==> src/hdl/rv_consts.svh <==
`ifndef RV_CONSTS_SVH
`define RV_CONSTS_SVH

// Major opcodes in inst[6:0]
`define RV_OP_RTYPE  7'b0110011  // Register-register ALU
`define RV_OP_ITYPE  7'b0010011  // Register-immediate ALU
`define RV_OP_LOAD   7'b0000011
`define RV_OP_STORE  7'b0100011
`define RV_OP_SYSTEM 7'b1110011  // ECALL lives here

// funct3 values in inst[14:12]
`define RV_F3_ADD  3'b000  // Also SUB and ADDI
`define RV_F3_SLL  3'b001
`define RV_F3_SLT  3'b010
`define RV_F3_SLTU 3'b011
`define RV_F3_XOR  3'b100
`define RV_F3_SR   3'b101  // SRL or SRA by funct7
`define RV_F3_OR   3'b110
`define RV_F3_AND  3'b111
`define RV_F3_LW   3'b010  // Word load
`define RV_F3_SW   3'b010  // Word store

// funct7 values in inst[31:25]
`define RV_F7_BASE 7'b0000000
`define RV_F7_ALT  7'b0100000  // Selects SUB and SRA

`define MEM_WORDS 256  // Depth of the shared memory
`define N_REQ     3    // Fetch, data and host

`endif

==> src/hdl/rv_pkg.sv <==
`default_nettype none

package rv_pkg;

    // One data or instruction word
    typedef logic [31:0] word_t;

    // Word address into the 256 word memory
    typedef logic [7:0] addr_t;

    typedef logic [4:0] reg_idx_t;  // Selects x0 to x31

    // Requester number (fetch 0, data 1, host 2)
    typedef logic [1:0] req_id_t;

    // Controller states
    typedef enum logic [2:0] {
        IDLE,        // Out of reset until run
        FETCH,       // Instruction request held until gnt
        FETCH_WAIT,  // Instruction word comes back
        EXEC,        // Decode and ALU, ALU results written here
        MEM,         // Data request held until gnt
        MEM_WAIT,    // Load data comes back and is written
        HALT         // Parked after ECALL
    } core_state_t;

endpackage

`default_nettype wire

==> src/hdl/rv_regfile.sv <==
`timescale 1ns/1ps
`default_nettype none

module rv_regfile (
    input  wire logic             CLK,
    input  wire logic             RST,
    input  wire rv_pkg::reg_idx_t rs1,
    input  wire rv_pkg::reg_idx_t rs2,
    output rv_pkg::word_t         rd1,
    output rv_pkg::word_t         rd2,
    input  wire logic             we,
    input  wire rv_pkg::reg_idx_t wr,
    input  wire rv_pkg::word_t    wd
);
    import rv_pkg::*;

    word_t regs [32];  // Entry 0 never written

    // Asynchronous reads
    // x0 reads as zero regardless of array contents
    assign rd1 = (rs1 == '0) ? '0 : regs[rs1];
    assign rd2 = (rs2 == '0) ? '0 : regs[rs2];

    always_ff @(posedge CLK) begin
        if (RST) begin
            for (int i = 0; i < 32; i++) begin
                regs[i] <= '0;  // Whole file cleared
            end
        end else if (we && (wr != '0)) begin  // Writes to x0 dropped
            regs[wr] <= wd;
        end
    end

endmodule

`default_nettype wire

==> config.mk <==
export PLATFORM = sky130hd
export DESIGN_NAME = rv_regfile
export DESIGN_NICKNAME = d
export VERILOG_FILES = /design/src/hdl/rv_consts.svh /design/src/hdl/rv_pkg.sv /design/src/hdl/rv_regfile.sv
export SDC_FILE = /design/constraint.sdc
export NUM_CORES = 2
export LEC_CHECK = 0
export BUFFER_PORTS_ARGS = -buffer_cell sky130_fd_sc_hd__buf_4
export CORE_MARGIN = 4
export CORE_UTILIZATION = 50
export DETAILED_ROUTE_END_ITERATION = 8
export HOLD_SLACK_MARGIN = 0.02
export PLACE_DENSITY = 0.7
export SYNTH_ARGS = -nofsm -noshare
export SYNTH_HDL_FRONTEND = slang
export SYNTH_SLANG_ARGS = --single-unit
export TNS_END_PERCENT = 1
==> constraint.sdc <==
create_clock -name CLK -period 3.5 [get_ports CLK]
set_clock_uncertainty 0.05 [all_clocks]
set_input_delay 0.7 -clock CLK [delete_from_list [all_inputs] [get_ports CLK]]
set_output_delay 0.7 -clock CLK [all_outputs]
set_load 0.01 [all_outputs]
# After elaboration in Yosys (flattened, before gate mapping)
# Memory sizes are Yosys's and may differ from the RTL's.
# Index checks and enable logic that the tools add are counted.
# W data, S select, Z words.
dict set report word_totals {
  ff_bits 0
  ramBits 1024
  inputBits 50
  out_inout_bits 64
  elab_cells 16
  mem_count 1
}
dict set report op_classes {
  n_mux 10
  n_reduce_logical 5
}
# name depth width read_ports rd_ports_with_merged_regs write_ports line
set mem_list {}
lappend mem_list {regs 32 32 2 0 32 rv_regfile.sv:17} ;# word_t regs [32];
# operator count
set ops {}
lappend ops {{$mux W32} 3}
lappend ops {{$reduce_or A32 Y1} 1}
lappend ops {{$logic_not A5 Y1} 2}
lappend ops {{$mux W1} 6}
lappend ops {{$mux W5} 1}
lappend ops {{$reduce_bool A5 Y1} 1}
lappend ops {{$logic_and A1 B1 Y1} 1}

# Depth between registers and ports, before layout
dict set report depth {
  word_depth 7
  mapped_depth 9
  depth_no_buf 4
}

# Worst setup path before layout
# OpenSTA, ideal clock, no wires.
dict set report synth_path {
  path_kind {input -> output}
  from {input rs2[0]}
  to {output rd2[3]}
  arrival_ns 2.370
  required_time_ns 2.750
  setup_slack_ns 0.380
  path_stages 7
  path_buffers 4
  path_cell_list {clkbuf_1 > buf_6 > buf_6 > buf_6 > mux4_2 > a2111oi_0 > nor3_1}
}
dict set report synth_between {
  elab_chain_len 2
  word_cells_on_any_way 3
  classes_between {mux (1); reduce/logical (1); memory (1)}
}
# element line
set synth_rtl {}
lappend synth_rtl {{start: declaration} rv_regfile.sv:8} ;# input wire rv_pkg::reg_idx_t rs2,
lappend synth_rtl {{$mem_v2 Z32 W32 / $logic_not A5 Y1 (equally long branches)} --}
lappend synth_rtl {{$mux W32 *} rv_regfile.sv:22} ;# assign rd2 = (rs2 == '0) ? '0 : regs[rs2];
lappend synth_rtl {{end: declaration} rv_regfile.sv:10} ;# output rv_pkg::word_t rd2,
# Mark *: on every way between the ends. The rest lies on a longest branch, timed or not.

# Worst setup path after layout
dict set report layout_path {
  from {input rs1[1]}
  to {output rd1[23]}
}
dict set report layout_between {
  elab_chain_len 2
  word_cells_on_any_way 3
  classes_between {mux (1); reduce/logical (1); memory (1)}
}
# element line
set layout_rtl {}
lappend layout_rtl {{start: declaration} rv_regfile.sv:7} ;# input wire rv_pkg::reg_idx_t rs1,
lappend layout_rtl {{$mem_v2 Z32 W32 / $logic_not A5 Y1 (equally long branches)} --}
lappend layout_rtl {{$mux W32 *} rv_regfile.sv:21} ;# assign rd1 = (rs1 == '0) ? '0 : regs[rs1];
lappend layout_rtl {{end: declaration} rv_regfile.sv:9} ;# output rv_pkg::word_t rd1,
# Marked as above.

==> implementation parameters <==
Parameter                              Value

Status
  Run status    complete, but fails checks
  Failing checks    negative setup slack

Synth
  Adder-Cell Fraction of Synth Area    0%
  Count of synthesis-stage warnings from yosys    0
  Area of the mapped netlist    around 54000 µm²
  Xor/xnor cell area share of the yosys netlist    0%
  Cell type with the highest aggregate area in the netlist    edfxtp_1
  Largest cells by area after synthesis    edfxtp_1, mux4_2, and2_1
  Multiplexer area fraction after synthesis    23.0%
  Most frequent cells after synthesis    edfxtp_1, and2_1, mux4_2
  Synthesized flop and latch total    1024
  Compound-cell area share of the yosys netlist    3.65%
  Post-Synth Simple-Gate Area    13.3%
  Largest family of logic cells by synthesized area    multiplexers
  Mean instance size in the synthesized netlist    15.5 µm²
  Most instantiated library cell after synthesis    edfxtp_1
  Number of enable flip-flop cells after synthesis    1024
  Async set-reset flop share out of synthesis    0%
  Top FF cell, synth    edfxtp_1
  Number of different library cells in the post-synthesis netlist    42
  Area share of the largest cell type after synthesis    56.7%
  Sequential fraction of the synthesis area    56.7%
  Synthesized netlist cell count    around 3.5k

Cells and area
  Filler Cell Count    7944
  Largest registers    regs: 1024 flops
  Utilization of the core after routing    about three fifths
  Synthesis-to-layout area growth    17.8%
  Largest register FFs    just over 1k
  Layout cells sized above 1    34.6%
  Largest register by flop count    regs
  Multi-input gate area    22700 µm²
  Area used by sequential logic in the layout    30700 µm²
  Total number of nets in the final design    3812

Floorplan
  Initial Utilization    50.5%
  Chip Height    337 µm
  Top-level I/O count    114
  Die footprint    roughly 110000 µm²
  Core area    between 100000 and 150000 µm²
  Die span in x    between 300 and 400 µm
  Cell row count    120

Power
  Total power consumption of the routed design    30300 µW
  Power Dens Cells    474 nW/µm²
  Relative contribution of the clock network to total power    38.2%
  Worst IR drop on VDD    428 µV
  Part of the total power dissipated in sequential elements    a little under half
  Cell-internal power    22700 µW
  Leakage power of the design    roughly 0.023 µW
  Net switching power    7560 µW
  Sw frac    25.0%
  Gate power share    13.8%

Timing
  Remaining max-slew budget at the tightest pin    between 50% and 60%
  Total of endpoints with negative setup slack in the final report    18
  Minimum setup slack in the final design    -0.0757 ns
  Worst-margin pin slew    ~0.65 ns
  Number of slew-limit violations in the final report    0
  Final period utilization    102%
  Time the worst path needs with I/O delays and setup    3.58 ns
  Setup repair after global routing missed its margin    true
  Number of hold-slack violations in the final timing report    0
  Top achievable clock speed    280 MHz

Route
  Routed length per instance    33.9 µm
  Post-route antenna net violation count    0
  Post-detailed-route DRC marker count    0
  Routed vias/inst    a little under 7
  DR iter-0 viols    5075
  Number of detailed-routing iterations run before antenna repair    5
  WL final    between 150000 and 200000 µm
  Via count    approximately 35k

Setup path
  Buffers & Inverters on Critical Path    4
  Top cell family by delay on the critical path    multiplexers
  Critical path data arrival time    2.83 ns
  Crit path max fanout    15
  CP peak stage delay    0.54 ns
  Critical Path RT    ~2.8 ns
  Critical Setup Path Class    in -> out
  Crit-path cells    buf_16 > buf_16 > buf_4 > mux4_2 > mux4_2 > o22ai_2 > nor3_1 > buf_4
  Critical-path cell with the highest stage delay    mux4_2
  Startpoint Class    primary input
  Critical path endpoint category    output port

Clock network
  Clock transition at the registers of the reported paths    0.06 ns
  Clock Tree Root    clkbuf_16
  CTS tree    yes
  Hold-fix buffers, CTS    0
  Number of buffers created by CTS    between 100 and 150
  Number of sinks handled by clock tree synthesis    1024
  H-Tree Level Count    3
  Maximum number of buffers from clock root to sink    3

Global routing
  Pin count of the biggest net entering global routing    39
  GRT Total Usage    31.1%
  Number of antenna violations at the first check in global routing    11
  Via count of the first global-routing pass    35.4k
  First-pass GRT wire length    between 200000 and 300000 µm
  Congestion Overflow GR    0

Run
  Number of violations of the max-capacitance limit    0

Hold path
  Hold Path End    regs[4][21]
  WHS Path Cells    2
  Worst min-delay path category    in -> reg
  Worst Hold Launch    wd[21]

Placed design
  Count of port buffers added during placement    113
  Final Wtd Congestion    between 0.8 and 0.9
  HPWL reported at the end of detailed placement    around 110000 µm
## power by group through the flow
stage               logic, µW  clock network (µW)  registers (µW)
floorplan                2220                   0           14600
global placement         3850                   0           14700
detailed placement       3880                   0           14800
CTS                      4040               11600           14500
global route             4330               12100           14600
finish                   4180               11600           14500
## area by class of cell
class                      count  share of cell area (%)
inverter                       2                  0.0117
clock inverter                73                    1.00
antenna                        5                  0.0196
tap                         1403                    2.75
clock buffer                 131                    4.50
sequential                  1024                    48.1
multi-input combinational   2120                    35.5
timing repair buffer         505                    8.05
## cell usage in the layout, fill, tap and decap left out, types with 43 or more instances in the layout
cell type	Yosys	routed
a22o_1	51	43
and2_1	995	994
buf_12	0	64
buf_4	31	398
clkbuf_16	0	116
edfxtp_1	1024	1024
mux2i_1	150	150
mux4_2	472	472
nor3_1	54	43
o22ai_1	103	87
## per-layer routing
layer,part of all wire [%],routed length (µm),global-route usage (%),vias to the layer above
met1,36,64100,41.8,18194
met3,12,21000,6.81,494
met5,0.023,41,0,-
met2,46,82600,48.4,2629
li1,-,-,-,14112
met4,5.9,10500,15.7,6
## worst max-delay path by stage
stage	start	to	slack [ns]	depth (start not counted)
after global placement	rs2[0]	rd2[0]	-0.34	9
after global routing	rs2[0]	rd2[23]	-0.12	9
after floorplan	rs2[0]	rd2[3]	0.38	7
after CTS	rs1[1]	rd1[20]	-0.11	8
final	rs1[1]	rd1[23]	-0.08	8
after detailed placement	rs2[0]	rd2[4]	-0.38	9
## logic make-up after synthesis
kind of cell / after synthesis
buffers and inverters: 389
other: 1
AND/OR/NAND/NOR: 1177
AO/OA/AOI/OAI: 259
multiplexers: 652
flip-flops: 1024
## timing repair
action                     CTS  global route
setup buffers                2            18
setup endpoints to repair   62            64
cloned                       4             4
pin swaps                    5            14
gates resized for setup    107            70
## metrics by stage
stage	hold slack (ns)	area [µm²]	setup WS (ns)	setup TNS, ns	instances
finish	0.470	63900	-0.0757	-0.628	5263
global placement	1.18	59000	-0.345	-7.24	5026
CTS	0.442	63300	-0.106	-1.82	5236
detailed placement	1.18	59000	-0.381	-7.94	5026
floorplan	0.848	54300	0.380	0	3533
global route	0.478	63900	-0.121	-1.51	5258
No activity file was read; power rests on OpenSTA's default activity.
