## src/hdl/rv_consts.svh

```systemverilog
`ifndef RV_CONSTS_SVH
`define RV_CONSTS_SVH

// Major opcodes in inst[6:0]
`define RV_OP_RTYPE  7'b0110011  // Register-register ALU
`define RV_OP_ITYPE  7'b0010011  // Register-immediate ALU
`define RV_OP_LOAD   7'b0000011
`define RV_OP_STORE  7'b0100011
`define RV_OP_SYSTEM 7'b1110011  // ECALL lives here

// funct3 values in inst[14:12]
`define RV_F3_ADD  3'b000  // Also SUB and ADDI
`define RV_F3_SLL  3'b001
`define RV_F3_SLT  3'b010
`define RV_F3_SLTU 3'b011
`define RV_F3_XOR  3'b100
`define RV_F3_SR   3'b101  // SRL or SRA by funct7
`define RV_F3_OR   3'b110
`define RV_F3_AND  3'b111
`define RV_F3_LW   3'b010  // Word load
`define RV_F3_SW   3'b010  // Word store

// funct7 values in inst[31:25]
`define RV_F7_BASE 7'b0000000
`define RV_F7_ALT  7'b0100000  // Selects SUB and SRA

`define MEM_WORDS 256  // Depth of the shared memory
`define N_REQ     3    // Fetch, data and host

`endif

```

## src/hdl/rv_pkg.sv

```systemverilog
`default_nettype none

package rv_pkg;

    // One data or instruction word
    typedef logic [31:0] word_t;

    // Word address into the 256 word memory
    typedef logic [7:0] addr_t;

    typedef logic [4:0] reg_idx_t;  // Selects x0 to x31

    // Requester number (fetch 0, data 1, host 2)
    typedef logic [1:0] req_id_t;

    // Controller states
    typedef enum logic [2:0] {
        IDLE,        // Out of reset until run
        FETCH,       // Instruction request held until gnt
        FETCH_WAIT,  // Instruction word comes back
        EXEC,        // Decode and ALU, ALU results written here
        MEM,         // Data request held until gnt
        MEM_WAIT,    // Load data comes back and is written
        HALT         // Parked after ECALL
    } core_state_t;

endpackage

`default_nettype wire

```

## src/hdl/rv_core_ctrl.sv

```systemverilog
`timescale 1ns/1ps
`default_nettype none

module rv_core_ctrl (
    input  wire logic             CLK,
    input  wire logic             RST,
    input  wire logic             run,
    output logic                  f_req,
    input  wire logic             f_gnt,
    input  wire logic             f_rvalid,
    output rv_pkg::addr_t         f_addr,
    output logic                  d_req,
    output logic                  d_we,
    input  wire logic             d_gnt,
    input  wire logic             d_rvalid,
    output rv_pkg::addr_t         d_addr,
    output rv_pkg::word_t         d_wdata,
    input  wire rv_pkg::word_t    rdata,
    input  wire rv_pkg::reg_idx_t rd,
    input  wire logic             is_alu,
    input  wire logic             is_load,
    input  wire logic             is_store,
    input  wire logic             is_halt,
    input  wire rv_pkg::word_t    alu_y,
    input  wire rv_pkg::word_t    rs2_val,  // Store data from the register file
    output rv_pkg::word_t         inst,
    output logic                  rf_we,
    output rv_pkg::reg_idx_t      rf_wr,
    output rv_pkg::word_t         rf_wd,
    output logic                  halted
);
    import rv_pkg::*;

    core_state_t state;
    word_t       pc;       // Byte address
    word_t       pc_next;

    assign pc_next = pc + 32'd4;

    // Requests are held for the whole state
    assign f_req  = (state == FETCH);
    assign f_addr = pc[9:2];
    assign d_req  = (state == MEM);
    assign d_we   = (state == MEM) && is_store;

    // ALU results in EXEC and load data in MEM_WAIT
    assign rf_we  = ((state == EXEC) && is_alu) || ((state == MEM_WAIT) && d_rvalid);
    assign rf_wr  = rd;
    assign rf_wd  = (state == MEM_WAIT) ? rdata : alu_y;
    assign halted = (state == HALT);  // Cycle after ECALL's EXEC

    always_ff @(posedge CLK) begin
        if (RST) begin
            state <= IDLE;
            pc    <= '0;
        end else begin
            case (state)
                IDLE: begin
                    if (run) begin
                        pc    <= '0;
                        state <= FETCH;
                    end
                end
                FETCH: begin
                    if (f_gnt) state <= FETCH_WAIT;
                end
                FETCH_WAIT: begin
                    if (f_rvalid) state <= EXEC;
                end
                EXEC: begin
                    if (is_halt) begin
                        state <= HALT;  // PC stays on the ECALL
                    end else if (is_load || is_store) begin
                        state <= MEM;
                    end else begin
                        pc    <= pc_next;
                        state <= FETCH;
                    end
                end
                MEM: begin
                    if (d_gnt && is_store) begin
                        pc    <= pc_next;  // Store done at grant
                        state <= FETCH;
                    end else if (d_gnt) begin
                        state <= MEM_WAIT;
                    end
                end
                MEM_WAIT: begin
                    if (d_rvalid) begin
                        pc    <= pc_next;
                        state <= FETCH;
                    end
                end
                HALT: state <= HALT;  // Only reset leaves
                default: state <= IDLE;
            endcase
        end
    end

    // Instruction and data access fields
    always_ff @(posedge CLK) begin
        if ((state == FETCH_WAIT) && f_rvalid) begin
            inst <= rdata;
        end
        if (state == EXEC) begin
            d_addr  <= alu_y[9:2];  // Word part of the ALU sum
            d_wdata <= rs2_val;
        end
    end

endmodule

`default_nettype wire

```

## config.mk

```make
export PLATFORM = sky130hd
export DESIGN_NAME = rv_core_ctrl
export DESIGN_NICKNAME = d
export VERILOG_FILES = /design/src/hdl/rv_consts.svh /design/src/hdl/rv_pkg.sv /design/src/hdl/rv_core_ctrl.sv
export SDC_FILE = /design/constraint.sdc
export NUM_CORES = 1
export LEC_CHECK = 0
export BUFFER_PORTS_ARGS = -buffer_cell sky130_fd_sc_hd__buf_2
export CAP_MARGIN = 20
export CORE_MARGIN = 3
export CORE_UTILIZATION = 45
export CTS_BUF_LIST = sky130_fd_sc_hd__clkbuf_4 sky130_fd_sc_hd__clkbuf_8 sky130_fd_sc_hd__clkbuf_16
export DETAILED_ROUTE_END_ITERATION = 7
export GPL_TIMING_DRIVEN = 0
export HOLD_SLACK_MARGIN = 0.1
export PLACE_DENSITY_LB_ADDON = 0.15
export REMOVE_ABC_BUFFERS = 1
export SLEW_MARGIN = 20
export SYNTH_ARGS = -nofsm -noshare
export SYNTH_HDL_FRONTEND = slang
export SYNTH_SLANG_ARGS = --single-unit
```

## constraint.sdc

```tcl
create_clock -name CLK -period 10.5 [get_ports CLK]
set_input_delay 2.1 -clock CLK [delete_from_list [all_inputs] [get_ports CLK]]
set_output_delay 2.1 -clock CLK [all_outputs]
set_load 0.02 [all_outputs]
```

### Yosys cells after proc, flatten, opt, wreduce, memory -nomap -nowiden

Cells that the tools add are included.
W data, S select, Z words.

| cells by class | value |
|---|---|
| $add $sub $neg | 1 |
| eq/ne operators | 14 |
| mux-type cells | 16 |
| reductions and logical operators | 11 |

Operators with widths:

| kind | number |
|---|---|
| $mux W32 | 6 |
| $pmux W32 S4 | 1 |
| $add A32 B3 Y32 const B | 1 |
| $mux W3 | 8 |
| $pmux W3 S7 | 1 |
| $ne A2 B2 Y1 const B | 5 |
| $eq A3 B3 Y1 const B | 3 |
| $eq A3 B2 Y1 const B | 2 |
| $reduce_and A6 Y1 | 1 |
| $logic_and A1 B1 Y1 | 5 |
| $reduce_and A5 Y1 | 1 |
| $ne A2 B1 Y1 const B | 2 |
| $reduce_bool A4 Y1 | 1 |
| $eq A3 B1 Y1 const B | 1 |
| $logic_not A3 Y1 | 1 |
| $ne A3 B1 Y1 const B | 1 |
| $logic_or A1 B1 Y1 | 2 |

| word-level totals | value |
|---|---|
| bits in registers | 107 |
| word-level logic and storage cells | 47 |

### Longest topological paths before layout

| logic depth | value |
|---|---|
| depth in word-level cells | 4 |
| gate-level depth with buffers | 6 |

### Worst setup path after synthesis

Ideal clock, no wire load.

| path | value |
|---|---|
| path type | input port to flip-flop |
| from | in f_rvalid |
| to | reg inst[0], enable pin |
| library setup time | 0.461 ns |
| arrival time | 4.349 ns |
| data required time | 10.039 ns |
| slack | 5.690 ns |
| stages | 2 |
| path through | nand2_1 > nor3_1 |

| on the way | value |
|---|---|
| word-level cells in the longest chain between the ends | 1 |

Ends and longest elaborated chain:

| element | RTL line | text |
|---|---|---|
| from (decl) | rv_core_ctrl.sv:10 | `input wire logic f_rvalid,` |
| $logic_and A1 B1 Y1 | rv_core_ctrl.sv:102 | `if ((state == FETCH_WAIT) && f_rvalid) begin` |
| to (signal assigned) | rv_core_ctrl.sv:103 | `inst <= rdata;` |
| to (decl) | rv_core_ctrl.sv:26 | `output rv_pkg::word_t inst,` |

No other way between the ends.
A chain may end at the register's enable or synchronous reset.

### Worst setup path in the final report

| path | value |
|---|---|
| from | in rdata[4] |
| to | out rf_wd[4] |

| on the way | value |
|---|---|
| word-level cells in the longest chain between the ends | 1 |

Ends and longest elaborated chain:

| element | RTL line | text |
|---|---|---|
| from (decl) | rv_core_ctrl.sv:18 | `input wire rv_pkg::word_t rdata,` |
| $mux W32 | rv_core_ctrl.sv:49 | `assign rf_wd = (state == MEM_WAIT) ? rdata : alu_y;` |
| to (decl) | rv_core_ctrl.sv:29 | `output rv_pkg::word_t rf_wd,` |

No other way between the ends.

==> results.toml <==
[sta]
fin_setup_tns_ns = 0
final_period_minus_worst_setup_slack_ns = 4.74
clock.fmax_mhz = 211
max-slew-margin-rel_pct = 52.9
finalHoldViolCount = 0
period_share_pct = 45.1
count_of_pins_over_their_slew_limit = 0
final_critical_path_setup_slack_ns = 5.76
least_margin_pin_slew_ns = 0.706
rsz0062_at_grt = "false"
skew_ns = 0.00901
final-setup-viol-count = 0

[critical_path]
start_kind = "input pin"
setup.worst_path.start = "rdata[4]"
critical_path_class = "input pin to primary output"
cp_slowest_stage_delay_ns = 0.27
crit_end_category = "primary output"
crit_buf_inv = 2
required_ns = 8.40
critical_path.max_fanout = 2
worstPathArrival_ns = 2.64
top_delay_family_on_crit_path = "buffers and inverters"
critical-path-slowest-cell = "mux2_2"
cpMostUsedCell = "buf_2"
critical_path.cell_chain = "buf_2 > mux2_2 > buf_2"
crit-reg2reg-launch = "state[0]"

[synthesis]
netlist_top_cells_area = "edfxtp_1, mux2_2, dfxtp_1"
syn_inst = 218
distinct_cell_type_count_of_the_synthesized_netlist = 47
synth_warnings = 0
ys_seq_area_share_pct = 68.5
muxShareOfSynthArea_pct = 10.7
synthesis.area_um2 = 3480
synth_top_flop_cell = "edfxtp_1"
ys_ff_latch = 83
synth-compound-area-share_pct = 8.46
synth_enable_flop_cells = 72
synth_top_cells_by_count = "edfxtp_1, mux2_2, dfxtp_1"
synth_most_common_cell = "edfxtp_1"
synth-simple-area-share_pct = 8.71
largest_family_of_logic_cells_by_synthesized_area = "multiplexers"
synth_largest_type_area_fraction_pct = 62.2
synthDominantAreaCellType = "edfxtp_1"
async_s_r_ff_share_synth_pct = 0
synth-xor-area-share_pct = 0
synthesis.area_per_instance_um2 = 15.9
synth-adder-area-share_pct = 0.360

[place]
post_dp_cell_area_um2 = 4670
pre_cts_slack_ns = 5.76
buffer_ports.inserted = 223
place.gp.congestion = 0.807
dp_hpwl_um = 7110

[global_route]
grt_remaining_overflow = 0
vias_in_the_first_global_route = 2501
grt_first_pass_wirelength_um = 12900
gr_util_all_layers_pct = 19.6
antenna_violations_before_repair = 0
grt_max_degree = 39

[route]
route.antenna.remaining_nets = 0
wl_met1_um = 3360
detail_route.wirelength_um = 9060
drtPass1Iterations = 4
routed.top_layer = "met4"
met3_wirelength_um = 1020
detailedRoute.firstIterationViolations = 49
route.detailed.wl_per_inst_um = 16.6
routed-wl-met2_um = 4600
post_drt_via_cell_ratio = 5.04
drcViolationCount = 0
vias = 2749

[power_and_ir_drop]
power.ir.vdd_worst_uv = 108
power.static_leakage_nw = 2.10
power-per-cell-area_nw_per_um2 = 191
power.total_uw = 928

[final_layout]
layout.nets = 554
utilization_pct = 65.8
syn_to_layout_area_delta_pct = 39.5
drive_gt1_share_pct = 65.5
post-route-cell-area_um2 = 4850
num_antenna_cells = 0

[flow_run]
maxCapViolCount = 0

[clocking]
cts.clk_slew.worst_paths_ns = 0.09
numCtsBuffers = 9
cts.repair_timing.setup_buffer_count = 0
cts.repair.resized = 0
ctsRootBufferMaster = "clkbuf_8"
cts.path.max_buffers = 2
cts_tree = "done"
cts-hold-fix-buffers = 0
clk_lat_worst_skew_ns = 0.35
cts_max_level = 3
tritoncts_num_sinks = 83

[floorplan]
ioPinCount = 234
dieHeight_um = 93.9
start_util_pct = 47.2
die_x_um = 93.9
fp.dieArea_um2 = 8810
placeableCoreArea_um2 = 7370
num_rows = 31

[status]
run_status = "finished clean"

[worst_hold_path]
hold_crit_start = "pc[9]"
hold_path_class = "flip-flop to flip-flop"
[metal layers]
| metal | global-route usage, % | up-vias |
|---|---|---|
| met3 | 7.05 | 9 |
| met5 | 0 | - |
| met2 | 32.9 | 158 |
| met1 | 23.7 | 1286 |
| met4 | 5.66 | 0 |
| li1 | - | 1296 |
[tightest hold or removal path, stage by stage (launching register included)]
cell and delay [ns]:
dfxtp_1 0.34, nand2b_1 0.07, o211ai_1 0.07
[path summary, 6_finish.rpt]
check                                 to  slack [ns]  depth (start not counted)
worst min-delay path               pc[9]        0.53                          2
worst max-delay path            rf_wd[4]        5.76                          3
worst max register to register     pc[3]        8.30                          4
worst min register to register     pc[9]        0.53                          2
[kinds of logic after synthesis]
family | count (synthesis)
DFF | 83
and+or+nand+nor | 46
AOI/OAI and AO/OA | 36
muxes | 33
buffers and inverters | 19
adders and majority gates | 1
[cell type report]
type,instances,area (um2)
well taps,99,124
flip-flops and latches,83,2380
inverters,4,15.0
fillers,608,2520
repair buffers,227,1170
clock buffers,9,124
multi-input cells,116,985
clock inverters,7,51.3
[flip-flops by register name, indices dropped and copies added (netlist names)]
signal and flops:
inst 32, d_addr 8, pc 8, state 3, d_wdata 32
[cell usage in the layout (no fill, tap or decap), types with 3 or more instances in the layout]
| cell type | instances |
|---|---|
| a31oi_1 | 4 |
| o21ai_1 | 4 |
| clkbuf_8 | 9 |
| a311oi_1 | 4 |
| nor3b_1 | 3 |
| dfxtp_1 | 11 |
| edfxtp_1 | 72 |
| a21oi_1 | 9 |
| nand2_1 | 6 |
| mux2_2 | 32 |
| nand3_1 | 3 |
| nor2_1 | 5 |
| nand2b_1 | 6 |
| buf_2 | 223 |
| inv_1 | 3 |
| and3_1 | 4 |
[per-stage QoR]
step,hold WS (ns),instances
after floorplan,0.579,203
after global placement,0.513,525
after detailed placement,0.520,529
after CTS,0.535,545
after global routing,0.571,545
final,0.534,545
[report_power, final]
part | internal (mW) | leakage, nW | switching (mW) | total [mW]
registers | 0.398 | 0.741 | 0.0300 | 0.428
logic | 0.115 | 1.28 | 0.181 | 0.296
clock network | 0.0870 | 0.0860 | 0.117 | 0.204
total | 0.600 | 2.10 | 0.328 | 0.928
(Power assumes the default switching activity.)
