**config.mk**
```make
export PLATFORM = sky130hd
export DESIGN_NAME = rv_mem_arbiter
export DESIGN_NICKNAME = d
export VERILOG_FILES = /design/src/hdl/rv_pkg.sv /design/src/hdl/rv_mem_arbiter.sv
export VERILOG_INCLUDE_DIRS = /design/src /design/src/hdl
export SDC_FILE = /design/constraint.sdc
export NUM_CORES = 1
export LEC_CHECK = 0
export ABC_AREA = 1
export BUFFER_PORTS_ARGS = -buffer_cell sky130_fd_sc_hd__buf_2
export CELL_PAD_IN_SITES_DETAIL_PLACEMENT = 1
export CELL_PAD_IN_SITES_GLOBAL_PLACEMENT = 1
export CORE_MARGIN = 2
export CORE_UTILIZATION = 21
export CTS_BUF_LIST = sky130_fd_sc_hd__clkbuf_2
export CTS_CLUSTER_DIAMETER = 50
export DETAILED_ROUTE_END_ITERATION = 10
export PLACE_DENSITY_LB_ADDON = 0.1
export SETUP_SLACK_MARGIN = 0.4
export SYNTH_ARGS = -nofsm -noshare
export SYNTH_HDL_FRONTEND = slang
export SYNTH_SLANG_ARGS = --single-unit
export TNS_END_PERCENT = 100
```
**constraint.sdc**
```tcl
create_clock -name CLK -period 4.55 [get_ports CLK]
set_input_delay 0.455 -clock CLK [delete_from_list [all_inputs] [get_ports CLK]]
set_output_delay 0.455 -clock CLK [all_outputs]
set_load 0.02 [all_outputs]
```
**src/hdl/rv_consts.svh**
```systemverilog
`ifndef RV_CONSTS_SVH
`define RV_CONSTS_SVH

// Major opcodes in inst[6:0]
`define RV_OP_RTYPE  7'b0110011  // Register-register ALU
`define RV_OP_ITYPE  7'b0010011  // Register-immediate ALU
`define RV_OP_LOAD   7'b0000011
`define RV_OP_STORE  7'b0100011
`define RV_OP_SYSTEM 7'b1110011  // ECALL lives here

// funct3 values in inst[14:12]
`define RV_F3_ADD  3'b000  // Also SUB and ADDI
`define RV_F3_SLL  3'b001
`define RV_F3_SLT  3'b010
`define RV_F3_SLTU 3'b011
`define RV_F3_XOR  3'b100
`define RV_F3_SR   3'b101  // SRL or SRA by funct7
`define RV_F3_OR   3'b110
`define RV_F3_AND  3'b111
`define RV_F3_LW   3'b010  // Word load
`define RV_F3_SW   3'b010  // Word store

// funct7 values in inst[31:25]
`define RV_F7_BASE 7'b0000000
`define RV_F7_ALT  7'b0100000  // Selects SUB and SRA

`define MEM_WORDS 256  // Depth of the shared memory
`define N_REQ     3    // Fetch, data and host

`endif

```
**src/hdl/rv_pkg.sv**
```systemverilog
`default_nettype none

package rv_pkg;

    // One data or instruction word
    typedef logic [31:0] word_t;

    // Word address into the 256 word memory
    typedef logic [7:0] addr_t;

    typedef logic [4:0] reg_idx_t;  // Selects x0 to x31

    // Requester number (fetch 0, data 1, host 2)
    typedef logic [1:0] req_id_t;

    // Controller states
    typedef enum logic [2:0] {
        IDLE,        // Out of reset until run
        FETCH,       // Instruction request held until gnt
        FETCH_WAIT,  // Instruction word comes back
        EXEC,        // Decode and ALU, ALU results written here
        MEM,         // Data request held until gnt
        MEM_WAIT,    // Load data comes back and is written
        HALT         // Parked after ECALL
    } core_state_t;

endpackage

`default_nettype wire

```
**src/hdl/rv_mem_arbiter.sv**
```systemverilog
`timescale 1ns/1ps
`include "rv_consts.svh"
`default_nettype none

module rv_mem_arbiter (
    input  wire logic              CLK,
    input  wire logic              RST,
    input  wire logic [`N_REQ-1:0] req,
    input  wire logic [`N_REQ-1:0] we,
    input  wire rv_pkg::addr_t     addr0,
    input  wire rv_pkg::addr_t     addr1,
    input  wire rv_pkg::addr_t     addr2,
    input  wire rv_pkg::word_t     wdata0,
    input  wire rv_pkg::word_t     wdata1,
    input  wire rv_pkg::word_t     wdata2,
    output logic [`N_REQ-1:0]      gnt,
    output logic [`N_REQ-1:0]      rvalid,
    output logic                   mem_en,
    output logic                   mem_we,
    output rv_pkg::addr_t          mem_addr,
    output rv_pkg::word_t          mem_wdata
);
    import rv_pkg::*;

    req_id_t last_id;  // Most recent grant
    req_id_t cand;
    req_id_t sel;
    logic    found;
    logic    rd_pend;  // Read granted last cycle
    req_id_t rd_id;    // Who gets the read data
    addr_t   addr_arr  [`N_REQ];
    word_t   wdata_arr [`N_REQ];

    assign addr_arr[0]  = addr0;
    assign addr_arr[1]  = addr1;
    assign addr_arr[2]  = addr2;
    assign wdata_arr[0] = wdata0;
    assign wdata_arr[1] = wdata1;
    assign wdata_arr[2] = wdata2;

    // Search from the one after the last winner
    always_comb begin
        found = 1'b0;
        sel   = last_id;
        cand  = '0;
        for (int i = 1; i <= `N_REQ; i++) begin
            cand = req_id_t'((last_id + i) % `N_REQ);
            if (!found && req[cand]) begin
                found = 1'b1;
                sel   = cand;
            end
        end
    end

    assign gnt       = found ? (`N_REQ'(1) << sel) : '0;  // One-hot or idle
    assign mem_en    = found;
    assign mem_we    = found & we[sel];
    assign mem_addr  = addr_arr[sel];
    assign mem_wdata = wdata_arr[sel];
    assign rvalid    = rd_pend ? (`N_REQ'(1) << rd_id) : '0;  // Follows memory latency

    always_ff @(posedge CLK) begin
        if (RST) begin
            last_id <= req_id_t'(`N_REQ - 1);  // Fetch first after reset
            rd_pend <= 1'b0;
            rd_id   <= '0;
        end else begin
            rd_pend <= found & ~we[sel];
            if (found) begin
                last_id <= sel;
            end
            if (found && !we[sel]) begin
                rd_id <= sel;  // Only reads return data
            end
        end
    end

endmodule

`default_nettype wire

```
Yosys cells after proc, flatten, opt, wreduce, memory -nomap -nowiden
Cells that the tools add are included.
Word-level totals
  bits of input ports: 128
  logic and storage cells: 48
  register bits after elaboration: 5
  output and inout bits: 48
Cells by class
  muxes and demuxes: 22
  bitwise logic cells: 4
  magnitude comparators: 5
  div/mod/pow operators: 3
  shift operators: 2
  add/subtract/negate cells: 3
  reduce and logical (&&, ||, !) cells: 6
Operator list (count)
  32-bit by 2-bit modulo with 32-bit output (second input constant): 3
  32-bit binary-select mux with 2-bit select: 1
  32-bit 2-to-1 mux: 2
  8-bit binary-select mux with 2-bit select: 1
  8-bit 2-to-1 mux: 2
  2-bit by 3-bit less-than comparator with 1-bit output (second input constant): 4
  1-bit binary-select mux with 2-bit select: 4
  1-bit 2-to-1 mux: 7
  2-bit by 2-bit adder with 3-bit output (second input constant): 2
  2-bit 2-to-1 mux: 3
  3-bit 2-to-1 mux: 2
  1-bit by 2-bit << shifter with 3-bit output (first input constant): 2
  2-bit by 1-bit adder with 3-bit output (second input constant): 1
  3-bit greater-or-equal comparator (second input constant): 1
  1-bit logical AND: 3
  1-bit logical NOT: 3
  2-bit NOT with 3-bit output: 1
  1-bit AND: 2
  1-bit NOT: 1

Logic depth before layout (Yosys ltp)
  depth after elaboration: 15
  mapped depth: 16

Worst setup path after synthesis
No wires, ideal clock.
  path kind: register to output
  from: reg last_id[0]
  to: out gnt[0]
  data arrival time: 2.194 ns
  cell stages (with the launch flop): 11
  slack: 1.901 ns
  required time: 4.095 ns
  cells stage by stage: dfxtp_1 > inv_1 > ha_1 > o21ai_1 > nand2_4 > nand2_1 > nand3_1 > nand3_1 > nand2_2 > buf_2 > nor3_1
On the way
  cells in the longest elaborated chain, start to end: 13
  elaborated cells between the ends (all ways): 24
  those cells by class: add/sub (3); div (3); shift (1); mux (13); reduce/logical (4)
RTL lines
  from (decl): line rv_mem_arbiter.sv:25  | req_id_t last_id;
  from (signal assigned): line rv_mem_arbiter.sv:64  | last_id <= req_id_t'(`N_REQ - 1);
  from (signal assigned): line rv_mem_arbiter.sv:70  | last_id <= sel;
  2-bit by 1-bit adder with 3-bit output: line rv_mem_arbiter.sv:47  | cand = req_id_t'((last_id + i) % `N_REQ);
  32-bit by 2-bit modulo with 32-bit output (no line)
  1-bit binary-select mux with 2-bit select: line rv_mem_arbiter.sv:48  | if (!found && req[cand]) begin
  1-bit 2-to-1 mux (not written as such): line rv_mem_arbiter.sv:48
  1-bit 2-to-1 mux: line rv_mem_arbiter.sv:48
  1-bit logical NOT: line rv_mem_arbiter.sv:48
  1-bit logical AND: line rv_mem_arbiter.sv:48
  1-bit 2-to-1 mux: line rv_mem_arbiter.sv:48
  1-bit logical NOT: line rv_mem_arbiter.sv:48
  1-bit logical AND: line rv_mem_arbiter.sv:48
  2-bit 2-to-1 mux: line rv_mem_arbiter.sv:48
  1-bit by 2-bit << shifter with 3-bit output (no line)
  3-bit 2-to-1 mux *: line rv_mem_arbiter.sv:55  | assign gnt = found ? (`N_REQ'(1) << sel) : '0;
  to (decl): line rv_mem_arbiter.sv:16  | output logic [`N_REQ-1:0] gnt,
Mark *: on every way between the ends. The rest lies on a longest branch, timed or not. The select of a mux whose other input is x is not followed.

Final worst setup path
  from: reg last_id[0]
  to: out mem_we
On the way
  cells in the longest elaborated chain, start to end: 14
  elaborated cells between the ends (all ways): 25
  those cells by class: add/sub (3); div (3); mux (14); bitwise (1); reduce/logical (4)
RTL lines
  2-bit by 1-bit adder with 3-bit output: line rv_mem_arbiter.sv:47
  32-bit by 2-bit modulo with 32-bit output (no line)
  1-bit binary-select mux with 2-bit select: line rv_mem_arbiter.sv:48
  1-bit 2-to-1 mux (not written as such): line rv_mem_arbiter.sv:48
  1-bit 2-to-1 mux: line rv_mem_arbiter.sv:48
  1-bit logical NOT: line rv_mem_arbiter.sv:48
  1-bit logical AND: line rv_mem_arbiter.sv:48
  1-bit 2-to-1 mux: line rv_mem_arbiter.sv:48
  1-bit logical NOT: line rv_mem_arbiter.sv:48
  1-bit logical AND: line rv_mem_arbiter.sv:48
  2-bit 2-to-1 mux: line rv_mem_arbiter.sv:48
  1-bit binary-select mux with 2-bit select: line rv_mem_arbiter.sv:57  | assign mem_we = found & we[sel];
  1-bit 2-to-1 mux (not written as such): line rv_mem_arbiter.sv:57
  1-bit AND *: line rv_mem_arbiter.sv:57
  to (decl): line rv_mem_arbiter.sv:19  | output logic mem_we,
Marked as above.

==> reports/metrics.csv <==
stage,metric,value,unit
place,GPL Wtd Cong,0.8472,
synth,synthesized flop and latch total,5,
flow_run,Max-Cap Viols,0,
synth,most frequent cells after synthesis,"58 x nand3_1, 48 x nor2_1, 43 x o21ai_1, 35 x o21ai_0, 21 x nand2_1",
synth,Mean Syn Cell Area,5.392,µm²
timing,endpoints failing setup,0,
final_layout,Sequential cell area,100.1,µm²
detailed_routing,Final ANT Viol Nets,0,
synth,Mapped Area,1483,µm²
synth,ys flop type,dfxtp_1,
final_layout,area delta synth->final,59.92,%
critical_path,crit path kind,register to output port,
die,Core Region,6832,µm²
synth,dominant cells by area after synthesis,"nand3_1 20%, o21ai_1 15%, nor2_1 12%",
die,die area,7748,µm²
detailed_routing,DR vias,2515,
synth,yosys warns,0,
clocking,H-tree Lvls,1,
worst_hold_path,Hold Path Class,primary input to register,
clocking,CTS Root Cell,clkbuf_2,
place,hpwl dp,6.002,mm
clocking,Worst-Skew Late Latency,0.23,ns
timing,Slew headroom,0.4552,
synth,Cells after Synth,275,
critical_path,crit path launch type,register,
synth,"Seq/Total Area, Yosys",0.06751,
synth,complex-gate fraction of the synthesized area,0.3131,
die,Starting Density,0.2170,
clocking,clk sink count,5,
timing,final hold violations,0,
status,status,"finished, final reports clean",
die,DIE HEIGHT,88.03,µm
timing,post-route clock period utilization,0.8145,
detailed_routing,Routed WL,7.719,mm
die,Ports,176,
critical_path,"Req. time, crit path",4.09,ns
critical_path,worst path arrival time,3.25,ns
synth,Synth Area in Simple Gates,0.4591,
detailed_routing,drt via density,4.745,
global_routing,first-pass GRT wire length,11.63,mm
synth,Yosys top cell area share,0.1958,
clocking,maximum clock path buffer count,2,
final_layout,Fillers,1005,
detailed_routing,1st-pass router iterations,4,
global_routing,initial antenna violation count,0,
synth,dominant cell type by area after synthesis,nand3_1,
global_routing,largest net degree at the start of global routing,45,
synth,Mapped Nets,407,
timing,Tmin final,3.706,ns
final_layout,ANT cells,0,
synth,Synth cell types,22,
detailed_routing,detailed-route wire length per cell,14.56,µm
global_routing,Tot GR Track Use,0.1850,
die,die width,88.03,µm
die,row count,30,
timing,setup tns final,0,ns
timing,RSZ-0062 raised after global routing,false,
critical_path,Worst setup EP type,output port,
clocking,CTS tree,yes,
clocking,Clock transition at path regs,0.07,ns
global_routing,aggregate global routing overflow,0,
timing,Least-Margin Pin Slew,0.8143,ns
clocking,Setup Buffers After CTS,0,
synth,"FFs w/ async S/R, synth",0,
timing,clk_skew,0.009861,ns
clocking,post-CTS sizing,0,
synth,xor/xnor share of the synthesized area,0,
timing,highest clock rate,0.2698,GHz
global_routing,vias in the first global route,2471,
synth,top-count cell post-synth,nand3_1,
final_layout,Total Nets Final,567,
place,port bufs,175,
clocking,Hold Buf Count CTS,0,
synth,adder-cell share of the synthesized area,0.03376,
synth,mux contribution to synthesized area,0,
timing,Pins Over Slew Limit,0,
clocking,clock buffer count from CTS,3,
detailed_routing,DR iter-0 viols,107,
detailed_routing,DR DRC count,0,
critical_path,Critical Path Fanout Max,44,
synth,Post-synth EDFFs,0,
synth,main combinational cell family by area after synthesis,simple AND/OR/NAND/NOR gates,
final_layout,fraction of layout cells with a size suffix above 1,0.4677,
final_layout,Multi-input gate area,1195,µm²
[per-stage QoR]
| stage | hold WS (ns) | setup WS, ns | util | cell area, µm² | instances |
|---|---|---|---|---|---|
| after detailed placement | 0.5005 | 1.065 | 0.3441 | 2351 | 526 |
| final | 0.4134 | 0.8438 | 0.3471 | 2371 | 530 |
| after global routing | 0.4070 | 0.5673 | 0.3471 | 2371 | 530 |
| after CTS | 0.4021 | 0.7926 | 0.3471 | 2371 | 530 |
| after global placement | 0.4882 | 1.139 | 0.3441 | 2351 | 526 |
| after floorplan | 0.4647 | 1.901 | - | 1483 | 275 |
[worst paths after layout]
| kind | start | endpoint | slack, ns | cells after the start |
|---|---|---|---|---|
| hold / removal | RST | rd_pend$_SDFF_PP0_ | 0.41 | 2 |
| setup / recovery | last_id[0]$_SDFFE_PP0P_ | mem_we | 0.84 | 13 |
| setup reg to reg | last_id[0]$_SDFFE_PP0P_ | rd_id[1]$_SDFFE_PP0P_ | 1.44 | 14 |
| hold reg to reg | rd_id[0]$_SDFFE_PP0P_ | rd_id[0]$_SDFFE_PP0P_ | 0.51 | 2 |
[sequential cells by signal, indices dropped and copies added (netlist names)]
name / flops
last_id: 2
rd_id: 2
rd_pend: 1
[layer usage]
metal,routed length (µm),vias up,part of all wire,track usage
met2,3843,112,0.50,0.3395
li1,-,1265,-,-
met4,140,0,0.018,0.05096
met3,629,10,0.081,0.03864
met1,3106,1128,0.40,0.2168
met5,0,-,0,0
[cell usage in the layout, fill, tap and decap left out, types with 5 or more instances in the layout]
master / count
buf_2: 175
nand3_1: 58
nor2_1: 48
o21ai_1: 43
o21ai_0: 35
nand2_1: 21
inv_1: 11
o21ai_2: 7
nand2_2: 7
inv_2: 5
dfxtp_1: 5
[area by class of cell]
cell class	count	share of cell area
multi-input cells	234	0.5040
flip-flops and latches	5	0.04222
clock buffers	4	0.008443
inverters	16	0.02533
well taps	96	0.05066
repair buffers	175	0.3694
[cell families (layout without fill, tap and decap cells)]
| family | count (synthesis) | after routing |
|---|---|---|
| compound gates | 86 | 86 |
| fa+ha+maj | 4 | 4 |
| buf+inv | 36 | 195 |
| flops | 5 | 5 |
| simple gates | 144 | 144 |
[critical path, stage by stage (launching register included)]
cell and delay, ns:
dfxtp_1 0.37, inv_1 0.09, ha_1 0.38, o21ai_1 0.32, nand2_4 0.14, nand3_4 0.14
inv_2 0.06, nand2_2 0.07, nand2_4 0.23, inv_2 0.67, nand2_1 0.15, nand2_2 0.14
nor2_1 0.05, buf_2 0.17
Power is not shown: default switching activity piles up to over one toggle a cycle in this logic, so the estimate is an artifact.
